==> config.mk <==
export PLATFORM = sky130hd
export DESIGN_NAME = packet_enqueue
export DESIGN_NICKNAME = d
export VERILOG_FILES = /design/src/pkt_buf_pkg.sv /design/src/packet_enqueue.sv
export VERILOG_INCLUDE_DIRS = /design/src /design/src/src
export SDC_FILE = /design/constraint.sdc
export NUM_CORES = 1
export LEC_CHECK = 0
export BUFFER_PORTS_ARGS = -buffer_cell sky130_fd_sc_hd__clkbuf_2
export CORE_ASPECT_RATIO = 1.2
export CORE_MARGIN = 1.5
export CORE_UTILIZATION = 42
export CTS_BUF_LIST = sky130_fd_sc_hd__clkbuf_4 sky130_fd_sc_hd__clkbuf_8 sky130_fd_sc_hd__clkbuf_16
export DETAILED_ROUTE_END_ITERATION = 6
export PLACE_DENSITY = 0.84
export SETUP_SLACK_MARGIN = 0.3
export SLEW_MARGIN = 20
export SYNTH_ARGS = -nofsm -noshare
export SYNTH_HDL_FRONTEND = slang
export SYNTH_SLANG_ARGS = --single-unit
export TNS_END_PERCENT = 50
==> constraint.sdc <==
create_clock -name clk -period 2.7 [get_ports clk]
set_clock_uncertainty 0.1 [all_clocks]
set_input_delay 0.135 -clock clk [delete_from_list [all_inputs] [get_ports clk]]
set_output_delay 0.135 -clock clk [all_outputs]
set_load 0.02 [all_outputs]
==> src/pkt_buf_settings.svh <==
`ifndef PKT_BUF_SETTINGS_SVH
`define PKT_BUF_SETTINGS_SVH

// Word geometry
`define PKT_BUF_DATA_BYTES 8
`define PKT_BUF_WORDS      64

// Byte limits for a packet that is kept
`define PKT_BUF_MIN_SIZE   16
`define PKT_BUF_MAX_SIZE   256

// Per-packet sideband
`define PKT_BUF_META_BITS  16

// Descriptor queue entries
`define PKT_BUF_DESC_DEPTH 8

`endif

==> src/pkt_buf_pkg.sv <==
`default_nettype none

`include "pkt_buf_settings.svh"

package pkt_buf_pkg;

    localparam int ADDR_BITS = $clog2(`PKT_BUF_WORDS);

    typedef logic [`PKT_BUF_DATA_BYTES*8-1:0]       data_t;
    typedef logic [ADDR_BITS-1:0]                   addr_t;
    // Address with a wrap bit on top, for occupancy math
    typedef logic [ADDR_BITS:0]                     ptr_t;
    typedef logic [15:0]                            size_t;
    typedef logic [$clog2(`PKT_BUF_DATA_BYTES)-1:0] mty_t;
    typedef logic [`PKT_BUF_META_BITS-1:0]          meta_t;

    // One entry per kept packet
    typedef struct packed {
        addr_t start;
        size_t size;
        meta_t meta;
        logic  err;
    } pkt_desc_t;

endpackage

`default_nettype wire

==> src/packet_enqueue.sv <==
`timescale 1ns/1ps
`default_nettype none

`include "pkt_buf_settings.svh"

module packet_enqueue #(
    parameter bit DROP_ERRORED = 1'b1
) (
    input  wire logic               clk,
    input  wire logic               arst_n,
    // Input stream, no back-pressure
    input  wire logic               in_valid,
    input  wire pkt_buf_pkg::data_t in_data,
    input  wire logic               in_eop,
    input  wire pkt_buf_pkg::mty_t  in_mty,
    input  wire logic               in_err,
    input  wire pkt_buf_pkg::meta_t in_meta,
    // Read side state
    input  wire pkt_buf_pkg::ptr_t  head_ptr,
    input  wire logic               desc_full,
    // Memory write port
    output logic                    mem_wr_en,
    output pkt_buf_pkg::addr_t      mem_wr_addr,
    output pkt_buf_pkg::data_t      mem_wr_data,
    // Descriptor push and drop pulse
    output logic                    desc_push,
    output pkt_buf_pkg::pkt_desc_t  desc_in,
    output logic                    drop
);

    localparam int BYTE_SHIFT = $clog2(`PKT_BUF_DATA_BYTES);
    localparam int SIZE_BITS  = $bits(pkt_buf_pkg::size_t);
    localparam int CNT_BITS   = SIZE_BITS - BYTE_SHIFT;
    localparam int WIDE_BITS  = SIZE_BITS + 1;
    localparam int ADDR_BITS  = $bits(pkt_buf_pkg::addr_t);

    localparam pkt_buf_pkg::ptr_t BUF_WORDS = pkt_buf_pkg::ptr_t'(`PKT_BUF_WORDS);

    // ==================================================
    // Pointers and per-packet state
    // ==================================================
    pkt_buf_pkg::ptr_t    wr_ptr;
    pkt_buf_pkg::ptr_t    tail_ptr;
    pkt_buf_pkg::ptr_t    used_words;
    logic [CNT_BITS-1:0]  word_cnt;
    logic                 ovf;

    logic                 word_fits;
    logic [WIDE_BITS-1:0] pkt_bytes;
    logic                 size_ok;
    logic                 err_drop;
    logic                 keep;

    // Words held by unread packets plus the packet in flight
    assign used_words = wr_ptr - head_ptr;

    // Once a word is lost the rest of the packet is discarded too
    assign word_fits = !ovf && (used_words != BUF_WORDS);

    assign mem_wr_en   = in_valid && word_fits;
    assign mem_wr_addr = wr_ptr[ADDR_BITS-1:0];
    assign mem_wr_data = in_data;

    // ==================================================
    // Commit or drop at the last word
    // ==================================================
    // Earlier beats count as full words, this beat loses in_mty bytes.
    // The extra bit keeps a saturated count from wrapping.
    assign pkt_bytes = (WIDE_BITS'(word_cnt) << BYTE_SHIFT)
                     + WIDE_BITS'(`PKT_BUF_DATA_BYTES)
                     - WIDE_BITS'(in_mty);

    assign size_ok = (pkt_bytes >= WIDE_BITS'(`PKT_BUF_MIN_SIZE)) &&
                     (pkt_bytes <= WIDE_BITS'(`PKT_BUF_MAX_SIZE));

    assign err_drop = DROP_ERRORED && in_err;

    // Kept packets span two or more words, so the previous push has
    // already landed in desc_full by the time this one is decided
    assign keep = word_fits && size_ok && !err_drop && !desc_full;

    always_ff @(posedge clk or negedge arst_n) begin
        if (!arst_n) begin
            wr_ptr    <= '0;
            tail_ptr  <= '0;
            word_cnt  <= '0;
            ovf       <= 1'b0;
            desc_push <= 1'b0;
            drop      <= 1'b0;
        end else begin
            desc_push <= 1'b0;
            drop      <= 1'b0;
            if (in_valid) begin
                if (in_eop) begin
                    word_cnt <= '0;
                    ovf      <= 1'b0;
                    if (keep) begin
                        wr_ptr    <= wr_ptr + 1'b1;
                        tail_ptr  <= wr_ptr + 1'b1;
                        desc_push <= 1'b1;
                    end else begin
                        // Give back every word of the dropped packet
                        wr_ptr <= tail_ptr;
                        drop   <= 1'b1;
                    end
                end else begin
                    if (word_cnt != '1) begin
                        word_cnt <= word_cnt + 1'b1;
                    end
                    if (word_fits) begin
                        wr_ptr <= wr_ptr + 1'b1;
                    end else begin
                        ovf <= 1'b1;
                    end
                end
            end
        end
    end

    // Descriptor contents, qualified by desc_push
    always_ff @(posedge clk) begin
        if (in_valid && in_eop) begin
            desc_in.start <= tail_ptr[ADDR_BITS-1:0];
            desc_in.size  <= pkt_bytes[SIZE_BITS-1:0];
            desc_in.meta  <= in_meta;
            desc_in.err   <= in_err;
        end
    end

    // No write lands on a word that dequeue has not yet freed
    assert property (@(posedge clk) disable iff (!arst_n)
        mem_wr_en |=> (pkt_buf_pkg::ptr_t'(wr_ptr - head_ptr) <= BUF_WORDS))
        else $error("packet_enqueue: write into a full buffer");

endmodule

`default_nettype wire

Word level (Yosys, flattened, before mapping)
Cells that the tools add are included.

cells by class
  $add $sub $neg = 5
  $lt $le $gt $ge = 2
  equality and inequality tests = 3
  mux-type cells = 13
  reductions and logical operators = 16

operators with widths
  kind                     number
  $mux W13                 2
  $mux W7                  3
  $add A16 B4 Y17 const B  1
  $ge A17 B5 Y1 const B    1
  $le A17 B9 Y1 const B    1
  $sub A17 B3 Y17          1
  $add A13 B1 Y13 const B  1
  $ne A13 B13 Y1 const B   1
  $mux W1                  8
  $reduce_and A2 Y1        4
  $add A7 B1 Y7 const B    1
  $logic_and A1 B1 Y1      7
  $ne A7 B7 Y1 const B     1
  $sub A7 B7 Y7            1
  $reduce_bool A2 Y1       2
  $logic_not A1 Y1         3
  $ne A2 B2 Y1 const B     1

storage, ports and cells
  register bits = 69
  input bits = 96
  output and inout port bits = 112
  word-level logic and storage cells = 49

Logic depth before layout (Yosys ltp)
Gate-level depths: netlist (run 1).

  word-level depth = 10
  gate-level depth with buffers = 13
  depth with buffers taken out = 12

Worst setup path before layout (run 1)
OpenSTA, ideal clock, no wires.

  kind = register to register
  start point = register word_cnt[3]
  end point = register tail_ptr[1]
  setup time = 0.125 ns
  data arrival time = 2.693 ns
  required time = 2.475 ns
  path slack = -0.218 ns
  cell stages (with the launch flop) = 12
  path buffers = 0
  period minus slack after synthesis = 2.918 ns
  path through = dfrtp_1 -> inv_1 -> ha_1 -> a21oi_1 -> o21ai_2 -> and3_1 -> o41a_1 -> xor2_1 -> nor4b_1 -> and2_4 -> nand2_8 -> mux2_4

on the way
  longest elaborated chain between the ends = 8
  elaborated cells on any way between the ends = 9
  those cells by class = add/sub (2); order compare (2); mux (1); reduce/logical (4)

ends and longest elaborated chain
  element                                         line                                        text
  from (decl)                                     packet_enqueue.sv:45                        logic [CNT_BITS-1:0] word_cnt;
  from (signal assigned)                          packet_enqueue.sv:108                       word_cnt <= word_cnt + 1'b1;
  $add A16 B4 Y17 (*)                             packet_enqueue.sv:69                        assign pkt_bytes = (WIDE_BITS'(word_cnt) << BYTE_SHIFT)
  $sub A17 B3 Y17 (*)                             packet_enqueue.sv:69
  named net pkt_bytes[13]                         packet_enqueue.sv:49                        logic [WIDE_BITS-1:0] pkt_bytes;
  $ge A17 B5 Y1 or $le A17 B9 Y1 (tied branches)  packet_enqueue.sv:73, packet_enqueue.sv:74
  $logic_and A1 B1 Y1 (*)                         packet_enqueue.sv:73                        assign size_ok = (pkt_bytes >= WIDE_BITS'(`PKT_BUF_MIN_SIZE)) &&
  $logic_and A1 B1 Y1 (*) (3 in a row)            packet_enqueue.sv:80                        assign keep = word_fits && size_ok && !err_drop && !desc_full;
  $mux W7 (*)                                     --
  to (signal assigned)                            packet_enqueue.sv:99                        tail_ptr <= wr_ptr + 1'b1;
  to (decl)                                       packet_enqueue.sv:43                        pkt_buf_pkg::ptr_t tail_ptr;

The timed path passes the listed nets; every way through them passes the cells marked *.
A chain may end at the register's enable or synchronous reset.

Worst setup path after layout (run 1)
  start point = register word_cnt[2]
  end point = register tail_ptr[4]

The elaborated chain is that of the path after synthesis.

==> flow_metrics.py, run 1 <==
metrics = {
    "cts": {
        "cts-root-buf": "clkbuf_16",
        "cts_sinks": 69,
        "clkLatencyLatePin_ns": 0.34,
        "cts_tree": "yes",
        "cts.clk_slew.worst_paths_ns": 0.06,
        "numCtsBuffers": 9,
        "h-tree-depth": 3,
        "clk_path_buf_depth": 2,
    },
    "detailed_routing": {
        "routed_wl_mm": 12.2,
        "drt-wirelength-per-cell_um": 19.1,
        "vias": 3330,
        "met1Wirelength_mm": 4.15,
        "wl_met2_mm": 6.26,
        "wl_met3_mm": 1.22,
        "drc": 0,
        "drt-pass1-iter-count": 4,
        "drt-vias-per-instance": 5.24,
        "postRouteAntennaNets": 0,
        "highest_layer": "met4",
        "drt_iter0_markers": 270,
    },
    "setup_path": {
        "required_ns": 2.82,
        "cp_top_family": "simple AND/OR/NAND/NOR gates",
        "crit_arrival_ns": 3.20,
        "cp_max_fo": 7,
        "cp_slowest_cell": "or4b_4",
        "path_cells": "ha_4 > a21oi_2 > o21ai_4 > o31ai_2 > xnor2_1 > or4b_4 > nor4_4 > and2_4 > nand2_8 > mux2_4",
        "endpoint_kind": "register",
        "critical_path.max_stage_delay_ns": 0.52,
        "critPathBufInv": 0,
        "start_kind": "register",
        "crit_type": "reg2reg",
    },
    "pwr": {
        "ir_drop_uv": 295,
        "leakage_nw": 2.66,
        "pwr_density_cell_nw_per_um2": 704,
    },
    "yosys": {
        "synth_area_leaders": "edfxtp_1, dfrtp_1, buf_4",
        "synth-seq-area-share": 0.447,
        "syn-instance-count": 396,
        "synth-seq-cells": 69,
        "syn_nets": 524,
        "synth_edf_count": 39,
        "synth_cell_type_count": 51,
        "syn_avg_cell_area_um2": 10.9,
        "synth.largest_area_cell": "edfxtp_1",
        "synth_top_area_share": 0.272,
        "netlist_area_um2": 4300,
        "ys_warn_count": 0,
        "synthFlopType": "edfxtp_1",
        "ys_async_sr_fraction": 0.435,
    },
    "final_layout": {
        "final_area_um2": 5620,
        "antennaDiodeCount": 0,
        "drive_gt1_frac": 0.433,
        "n_fill_cell": 765,
        "area_growth_pct": 30.6,
        "fin_nets": 633,
    },
    "timing": {
        "fmax_ghz": 0.325,
        "fin_crit_ns": 3.08,
        "hold_viol": 0,
        "slew_headroom": 0.470,
        "layout_setup_ws_ns": -0.379,
        "finalSetupTns_ns": -5.25,
        "holdWs_ns": 0.0735,
        "finalSetupViolCount": 17,
        "drv_slew": 0,
        "period_share": 1.14,
        "rsz0062_at_grt": "yes",
        "tightest_slew_ns": 0.795,
    },
    "run_status": {
        "status": "complete, but fails checks",
        "violations": "setup timing",
    },
    "place": {
        "gp_congestion": 0.850,
        "place_area_um2": 4950,
        "dp_hpwl_mm": 8.30,
        "dp_slack_ns": -0.440,
        "io_buffers": 79,
    },
    "global_routing": {
        "antenna_found_initial": 0,
        "overflow": 0,
        "grtUsageTotal": 0.220,
        "grt_pass1_vias": 3471,
        "grt_pass1_wl_mm": 17.9,
        "grt_max_degree": 31,
    },
    "floorplanning": {
        "core_area_um2": 10000,
        "fp.dieW_um": 95.4,
        "initial_core_util": 0.430,
        "io_pins": 208,
        "rows": 40,
        "die-area_um2": 10900,
        "die_y_um": 114,
    },
    "worst_hold_path": {
        "min_path_type": "in2reg",
    },
    "flow_run": {
        "maxCapViolCount": 0,
    },
}
-- timing repair --
action	4_1_cts	5_1_grt
gates cloned	0	0
setup buffers	2	1
hold endpoints to repair	48	0
endpoints found under the setup margin	22	24
hold buffers	19	0
gates resized for setup	23	15
pin swaps	6	4
-- synth_stat cells, types with 7 or more instances --
library cell  count
edfxtp_1         39
ha_1             32
buf_4            71
o21ai_0          13
mux2i_1           7
dfrtp_1          30
inv_1            39
nand2_1          17
xor2_1           10
a21oi_1          11
nor2_1           24
nand3_1           9
xnor2_1          22
-- through the flow --
step / util / power (W) / cells
finish: 0.561 / 0.00396 / 636
floorplan: - / 0.00221 / 396
global placement: 0.495 / 0.00249 / 598
CTS: 0.555 / 0.00386 / 635
detailed placement: 0.495 / 0.00255 / 598
global route: 0.561 / 0.00412 / 636
-- placed cells by master (no fill, tap or decap), types with 5 or more instances in the layout --
master / Yosys / routed
dlygate4sd3_1: 0 / 19
xor2_1: 10 / 9
o21ai_1: 0 / 5
nand3_1: 9 / 9
edfxtp_1: 39 / 39
clkbuf_2: 0 / 78
nor2_1: 24 / 24
o21ai_0: 13 / 7
clkbuf_16: 0 / 9
buf_4: 71 / 71
nand2_1: 17 / 15
a21oi_1: 11 / 10
inv_2: 0 / 6
ha_1: 32 / 20
inv_1: 39 / 32
ha_4: 0 / 9
mux2i_1: 7 / 6
xnor2_1: 22 / 21
dfrtp_2: 0 / 5
nor3_1: 5 / 5
mux2_4: 6 / 6
dfrtp_1: 30 / 25
a22oi_1: 5 / 5
and3_1: 6 / 6
-- worst min-delay path, delay by kind of cell --
kind       cells  cell delay, ns
fa+ha+maj      1            0.14
buf+inv        2            0.13
-- final timing paths --
path	startpoint	end	slack (ns)	depth (start not counted)
max	word_cnt[2]$_DFFE_PN0P_	tail_ptr[4]$_DFFE_PN0P_	-0.38	10
min	in_mty[1]	desc_in[18]$_DFFE_PP_	0.07	3
max reg2reg	word_cnt[2]$_DFFE_PN0P_	tail_ptr[4]$_DFFE_PN0P_	-0.38	10
min reg2reg	tail_ptr[0]$_DFFE_PN0P_	desc_in[33]$_DFFE_PP_	0.35	0
max in group asynchronous	arst_n	word_cnt[7]$_DFFE_PN0P_	1.63	2
min in group asynchronous	arst_n	word_cnt[5]$_DFFE_PN0P_	0.32	2
-- layout make-up --
type                            count  area (µm²)  area share
Clock inverter                      7        73.8      0.0131
Inverter                           39         149      0.0265
Multi-Input combinational cell    216        1940       0.345
Tap cell                          126         158      0.0281
Clock buffer                        9         225      0.0401
Sequential cell                    69        1930       0.343
Timing Repair Buffer              170        1140       0.204
-- cell families (layout without fill, tap and decap cells) --
| kind of cell | count (synthesis) | after routing | share of synthesized area |
|---|---|---|---|
| adders and majority gates | 32 | 32 | 0.0931 |
| xor gates and xnor gates | 32 | 32 | 0.0652 |
| and+or+nand+nor | 83 | 83 | 0.105 |
| buffers and inverters | 111 | 225 | 0.159 |
| DFF | 69 | 69 | 0.447 |
| AOI/OAI and AO/OA | 55 | 55 | 0.0913 |
| muxes | 14 | 14 | 0.0399 |
-- per-layer routing --
layer | up-vias | global-route usage
met5 | - | 0
met3 | 64 | 0.0900
li1 | 1521 | -
met2 | 187 | 0.374
met1 | 1558 | 0.229
met4 | 0 | 0.118
-- report_power, final --
group          total, W  switching [W]  internal, W
sequential      0.00134      0.0000746      0.00127
clock           0.00118       0.000469     0.000716
combinational   0.00143       0.000736     0.000692
-- sequential cells by signal, indices dropped and copies added, names as in the netlist --
name,cells
drop,1
desc_in,39
ovf,1
wr_ptr,7
tail_ptr,7
word_cnt,13
desc_push,1
Note: power is estimated with default switching activity, not from simulation.
==> run 2: changes to the inputs <==
--- a/config.mk
+++ b/config.mk
@@ -13,7 +13,7 @@
 export CTS_BUF_LIST = sky130_fd_sc_hd__clkbuf_4 sky130_fd_sc_hd__clkbuf_8 sky130_fd_sc_hd__clkbuf_16
 export DETAILED_ROUTE_END_ITERATION = 6
 export PLACE_DENSITY = 0.84
-export SETUP_SLACK_MARGIN = 0.3
+export SETUP_SLACK_MARGIN = 0.5
 export SLEW_MARGIN = 20
 export SYNTH_ARGS = -nofsm -noshare
 export SYNTH_HDL_FRONTEND = slang
==> flow_metrics.py, run 2 (synthesis gave the netlist of run 1 again) <==
metrics = {
    "timing": {
        "slew_headroom": 0.467,
        "period_share": 1.21,
        "drv_slew": 0,
        "fin_crit_ns": 3.27,
        "rsz0062_at_grt": "yes",
        "finalSetupViolCount": 17,
        "hold_viol": 0,
        "tightest_slew_ns": 0.799,
        "fmax_ghz": 0.306,
        "layout_setup_ws_ns": -0.567,
    },
    "detailed_routing": {
        "drt_iter0_markers": 125,
        "vias": 3455,
        "drt-vias-per-instance": 5.37,
        "drt-wirelength-per-cell_um": 20.5,
        "postRouteAntennaNets": 0,
        "routed_wl_mm": 13.2,
        "drc": 0,
        "drt-pass1-iter-count": 4,
    },
    "flow_run": {
        "maxCapViolCount": 0,
    },
    "pwr": {
        "ir_drop_uv": 369,
        "power_frac_clock": 0.322,
        "switching_share": 0.310,
        "sequentialPowerShare": 0.317,
        "p_sw_w": 0.00131,
        "leakage_nw": 2.75,
        "pwr_density_cell_nw_per_um2": 724,
        "power_frac_comb": 0.360,
        "p_int_w": 0.00293,
    },
    "setup_path": {
        "cp_max_fo": 7,
        "start_kind": "register",
        "critical_path.max_stage_delay_ns": 0.48,
        "path_cells": "ha_4 > o21ai_4 > a221oi_2 > buf_4 > buf_4 > nor4_2 > nor3_1 > xnor2_1 > nor4b_2 > and2_4 > nand2_8 > mux2_4",
        "crit_arrival_ns": 3.38,
        "endpoint_kind": "register",
        "crit_type": "reg2reg",
        "cp_slowest_cell": "dfrtp_2",
        "required_ns": 2.82,
        "crit_path_frequent_cell": "buf_4",
    },
    "worst_hold_path": {
        "min_path_type": "in2reg",
    },
    "floorplanning": {
        "rows": 40,
        "die_y_um": 114,
        "io_pins": 208,
        "die-area_um2": 10900,
        "core_area_um2": 10000,
        "initial_core_util": 0.430,
        "fp.dieW_um": 95.4,
    },
    "final_layout": {
        "area_growth_pct": 36.2,
        "post-route-util": 0.585,
        "antennaDiodeCount": 0,
        "multi_input_area_um2": 2060,
        "top_regs": "desc_in (39), word_cnt (13)",
        "largest_register_ffs": 39,
        "n_fill_cell": 703,
        "mostFrequentLayoutCells": "clkbuf_2, buf_4, edfxtp_1",
        "drive_gt1_frac": 0.474,
        "fin_nets": 640,
        "final_cells": 643,
        "seq_area_um2": 1930,
        "final_common_cell": "clkbuf_2",
        "max_flop_register": "desc_in",
    },
    "cts": {
        "cts_sinks": 69,
        "numCtsBuffers": 9,
        "cts-root-buf": "clkbuf_16",
        "cts_tree": "yes",
        "clkLatencyLatePin_ns": 0.33,
        "cts.clk_slew.worst_paths_ns": 0.06,
        "clk_path_buf_depth": 2,
        "h-tree-depth": 3,
    },
    "global_routing": {
        "antenna_found_initial": 0,
        "grtUsageTotal": 0.236,
        "grt_pass1_wl_mm": 19.0,
        "grt_max_degree": 31,
        "overflow": 0,
        "grt_pass1_vias": 3655,
    },
    "run_status": {
        "status": "complete, but fails checks",
        "violations": "setup timing",
    },
    "place": {
        "place_inst": 599,
        "dp_slack_ns": -0.394,
        "io_buffers": 79,
        "dp_hpwl_mm": 8.63,
        "gp_congestion": 0.916,
    },
}
[run 2: cell types whose count changed in the layout (fill, tap and decap cells not counted), sizes merged]
| cell | delta |
|---|---|
| buf | +7 |
| bufinv | +2 |
| clkinvlp | -2 |
| clkbuf | +1 |
| clkinv | -1 |
[run 2: what timing repair did]
item                       in CTS  in global routing
resized for setup              36                 35
hold buffers                   19                  0
buffers inserted                5                  3
hold endpoints to repair       48                  0
setup endpoints to repair      29                 34
pin swaps                      15                 17
cloned                          1                  0
[run 2: metrics by stage]
stage	TNS (ns)	power, W	hold WS [ns]	cell area, µm²
2_1_floorplan	-1.40	0.00222	-0.261	4410
3_3_place_gp	-3.15	0.00251	0.140	4950
3_5_place_dp	-5.24	0.00257	0.157	4950
4_1_cts	-3.14	0.00408	0.0521	5670
5_1_grt	-10.36	0.00439	0.0767	5860
6_report	-8.20	0.00424	0.0666	5860
[run 2: power groups by stage]
stage / Clock [W] / Sequential (W) / Combinational (W)
after floorplan: 0 / 0.00143 / 0.000787
after global placement: 0 / 0.00134 / 0.00116
after detailed placement: 0 / 0.00135 / 0.00122
after CTS: 0.00136 / 0.00134 / 0.00138
after global routing: 0.00140 / 0.00136 / 0.00162
final: 0.00137 / 0.00135 / 0.00153
[run 2: metal layers]
layer / global-route usage / up-vias / part of all wire
li1: - / 1534 / -
met1: 0.221 / 1616 / 0.31
met2: 0.437 / 218 / 0.54
met3: 0.0820 / 87 / 0.092
met4: 0.130 / 0 / 0.058
met5: 0 / - / 0
[run 2: final timing paths]
path                                                 end  slack, ns  cells past startpoint               startpoint
worst max-delay path             tail_ptr[1]$_DFFE_PN0P_      -0.57                     12  word_cnt[2]$_DFFE_PN0P_
min in group asynchronous        tail_ptr[4]$_DFFE_PN0P_       0.32                      2                   arst_n
worst min-delay path            word_cnt[12]$_DFFE_PN0P_       0.07                      3                 in_valid
max in group asynchronous        word_cnt[6]$_DFFE_PN0P_       1.61                      2                   arst_n
worst max register to register   tail_ptr[1]$_DFFE_PN0P_      -0.57                     12  word_cnt[2]$_DFFE_PN0P_
worst min register to register     desc_in[33]$_DFFE_PP_       0.35                      0  tail_ptr[0]$_DFFE_PN0P_
[run 2: layout make-up]
type                       count  area share
multi-input combinational    216       0.352
sequential                    69       0.329
timing repair buffer         177       0.208
clock buffer                  10      0.0397
tap                          126      0.0269
inverter                      39      0.0254
clock inverter                 6      0.0188
[run 2: critical path: cells and delay by family (launching register included)]
kind / cells / cell delay, ns
DFF: 1 / 0.48
and+or+nand+nor: 5 / 1.04
buffers and inverters: 2 / 0.32
xor gates and xnor gates: 1 / 0.13
AOI/OAI and AO/OA: 2 / 0.39
muxes: 1 / 0.33
adders and majority gates: 1 / 0.36
==> run 3: changes to the inputs <==
--- a/config.mk
+++ b/config.mk
@@ -9,10 +9,10 @@
 export BUFFER_PORTS_ARGS = -buffer_cell sky130_fd_sc_hd__clkbuf_2
 export CORE_ASPECT_RATIO = 1.2
 export CORE_MARGIN = 1.5
-export CORE_UTILIZATION = 42
+export CORE_UTILIZATION = 40
 export CTS_BUF_LIST = sky130_fd_sc_hd__clkbuf_4 sky130_fd_sc_hd__clkbuf_8 sky130_fd_sc_hd__clkbuf_16
 export DETAILED_ROUTE_END_ITERATION = 6
-export PLACE_DENSITY = 0.84
+export PLACE_DENSITY = 0.81
 export SETUP_SLACK_MARGIN = 0.5
 export SLEW_MARGIN = 20
 export SYNTH_ARGS = -nofsm -noshare
==> flow_metrics.py, run 3 (synthesis gave the netlist of run 1 again) <==
metrics = {
    "run_status": {
        "status": "complete, but fails checks",
        "violations": "setup timing",
    },
    "cts": {
        "cts-root-buf": "clkbuf_16",
        "cts_sinks": 69,
        "cts_tree": "yes",
        "h-tree-depth": 3,
        "numCtsBuffers": 9,
        "clk_path_buf_depth": 2,
        "cts.clk_slew.worst_paths_ns": 0.05,
        "clkLatencyLatePin_ns": 0.33,
    },
    "place": {
        "io_buffers": 79,
        "gp_congestion": 0.852,
        "dp_slack_ns": -0.441,
        "dp_hpwl_mm": 7.46,
    },
    "floorplanning": {
        "die_y_um": 117,
        "die-area_um2": 11400,
        "rows": 41,
        "core_area_um2": 10500,
        "initial_core_util": 0.409,
        "io_pins": 208,
        "fp.dieW_um": 97.7,
    },
    "timing": {
        "period_share": 1.13,
        "slew_headroom": 0.465,
        "hold_viol": 0,
        "rsz0062_at_grt": "yes",
        "fmax_ghz": 0.328,
        "tightest_slew_ns": 0.803,
        "drv_slew": 0,
        "layout_setup_ws_ns": -0.351,
        "finalSetupTns_ns": -4.78,
        "finalSetupViolCount": 17,
        "fin_crit_ns": 3.05,
    },
    "pwr": {
        "sequentialPowerShare": 0.346,
        "pwr_density_cell_nw_per_um2": 672,
        "leakage_nw": 2.74,
        "power_frac_clock": 0.277,
        "ir_drop_uv": 348,
        "p_sw_w": 0.00125,
        "power_frac_comb": 0.377,
        "p_int_w": 0.00264,
        "switching_share": 0.322,
    },
    "worst_hold_path": {
        "hold_start": "in_mty[1]",
        "min_path_type": "in2reg",
        "hold-path-endpoint": "desc_in[18]$_DFFE_PP_",
        "hold_depth": 3,
    },
    "setup_path": {
        "required_ns": 2.81,
        "path_cells": "ha_4 > a21oi_4 > o21ai_4 > and3_4 > o41a_1 > xor2_2 > nor4b_4 > and2_4 > nand2_8 > mux2_4",
        "cp_slowest_cell": "dfrtp_2",
        "worstSetupStartpoint": "word_cnt[2]$_DFFE_PN0P_",
        "r2r_cells": 10,
        "critical_path.max_stage_delay_ns": 0.48,
        "cp.depth": 10,
        "crit_arrival_ns": 3.16,
        "timing.rr.start": "word_cnt[2]$_DFFE_PN0P_",
        "timing.rr.end": "tail_ptr[5]$_DFFE_PN0P_",
        "reg2reg_slack_ns": -0.35,
        "cp_top_family": "simple AND/OR/NAND/NOR gates",
        "cp_max_fo": 7,
        "crit_type": "reg2reg",
        "critPathBufInv": 0,
        "endpoint_kind": "register",
        "start_kind": "register",
    },
    "final_layout": {
        "max_flop_register": "desc_in",
        "fin_nets": 635,
        "n_fill_cell": 754,
        "post-route-util": 0.551,
        "mostFrequentLayoutCells": "clkbuf_2, buf_4, edfxtp_1",
        "area_growth_pct": 34.6,
        "final_common_cell": "clkbuf_2",
        "top_regs": "desc_in (39), word_cnt (13)",
        "antennaDiodeCount": 0,
        "drive_gt1_frac": 0.480,
        "largest_register_ffs": 39,
    },
    "detailed_routing": {
        "routed_wl_mm": 11.6,
        "drc": 0,
        "postRouteAntennaNets": 0,
        "drt-vias-per-instance": 5.19,
        "drt_iter0_markers": 145,
        "drt-pass1-iter-count": 4,
        "drt-wirelength-per-cell_um": 18.0,
        "vias": 3329,
    },
    "global_routing": {
        "grt_pass1_vias": 3389,
        "grt_max_degree": 35,
        "antenna_found_initial": 0,
        "overflow": 0,
        "grtUsageTotal": 0.188,
        "grt_pass1_wl_mm": 16.8,
    },
    "flow_run": {
        "maxCapViolCount": 0,
    },
}
==> run 3: cell types whose count changed in the layout (fill, tap and decap cells not counted), sizes merged <==
| cell | before | now |
|---|---|---|
| buf | 80 | 75 |
| bufinv | 3 | 0 |
| clkbuf | 88 | 90 |
| clkinv | 1 | 2 |
| clkinvlp | 1 | 2 |
| inv | 40 | 39 |
==> run 3: how the worst max path moves through the flow <==
| stage | to | slack (ns) |
|---|---|---|
| global placement | wr_ptr[4]$_DFFE_PN0P_ | -0.28 |
| global route | tail_ptr[5]$_DFFE_PN0P_ | -0.48 |
| CTS | tail_ptr[5]$_DFFE_PN0P_ | -0.29 |
| floorplan | tail_ptr[1]$_DFFE_PN0P_ | -0.15 |
| finish | tail_ptr[5]$_DFFE_PN0P_ | -0.35 |
| detailed placement | wr_ptr[4]$_DFFE_PN0P_ | -0.44 |
==> run 3: worst register-to-register path: cells and delay by family, from the launching register on <==
| family | cells | cell delay [ns] |
|---|---|---|
| AOI/OAI and AO/OA | 3 | 0.70 |
| xor gates and xnor gates | 1 | 0.21 |
| adders and majority gates | 1 | 0.31 |
| DFF | 1 | 0.48 |
| muxes | 1 | 0.33 |
| and+or+nand+nor | 4 | 0.81 |
==> run 3: what timing repair did <==
item                                    in CTS  in global routing
gates cloned                                 1                  0
gates resized for setup                     32                 46
endpoints found under the setup margin      27                 32
hold buffers                                19                  0
endpoints found under the hold margin       48                  0
pin swaps                                   12                 24
buffers inserted                             6                  5
==> run 3: per-layer routing <==
metal,global-route usage,up-vias,share of wire
li1,-,1515,-
met5,0,-,0
met4,0.123,0,0.050
met2,0.349,160,0.52
met3,0.0551,65,0.071
met1,0.182,1589,0.36
==> run 3: power by group through the flow <==
stage / sequential, W / combinational [W] / clock (W)
6_report: 0.00135 / 0.00147 / 0.00108
3_3_place_gp: 0.00134 / 0.00111 / 0
4_1_cts: 0.00134 / 0.00131 / 0.00109
2_1_floorplan: 0.00143 / 0.000787 / 0
5_1_grt: 0.00136 / 0.00155 / 0.00114
3_5_place_dp: 0.00135 / 0.00115 / 0
==> run 3: metrics by stage <==
step / hold WS [ns] / total power (W) / area, µm² / cells
6_report: 0.0974 / 0.00389 / 5790 / 641
5_1_grt: 0.0903 / 0.00405 / 5790 / 641
4_1_cts: 0.0385 / 0.00373 / 5530 / 636
3_5_place_dp: 0.148 / 0.00250 / 4910 / 594
3_3_place_gp: 0.133 / 0.00245 / 4910 / 594
2_1_floorplan: -0.261 / 0.00222 / 4410 / 396
==> run 3: layout make-up <==
| cell class | count | area, µm² | share of cell area |
|---|---|---|---|
| repair buffers | 172 | 1180 | 0.203 |
| clock inverters | 4 | 25.0 | 0.00432 |
| flip-flops and latches | 69 | 1930 | 0.333 |
| multi-input cells | 216 | 2100 | 0.362 |
| well taps | 129 | 161 | 0.0279 |
| clock buffers | 12 | 248 | 0.0428 |
| inverters | 39 | 151 | 0.0261 |
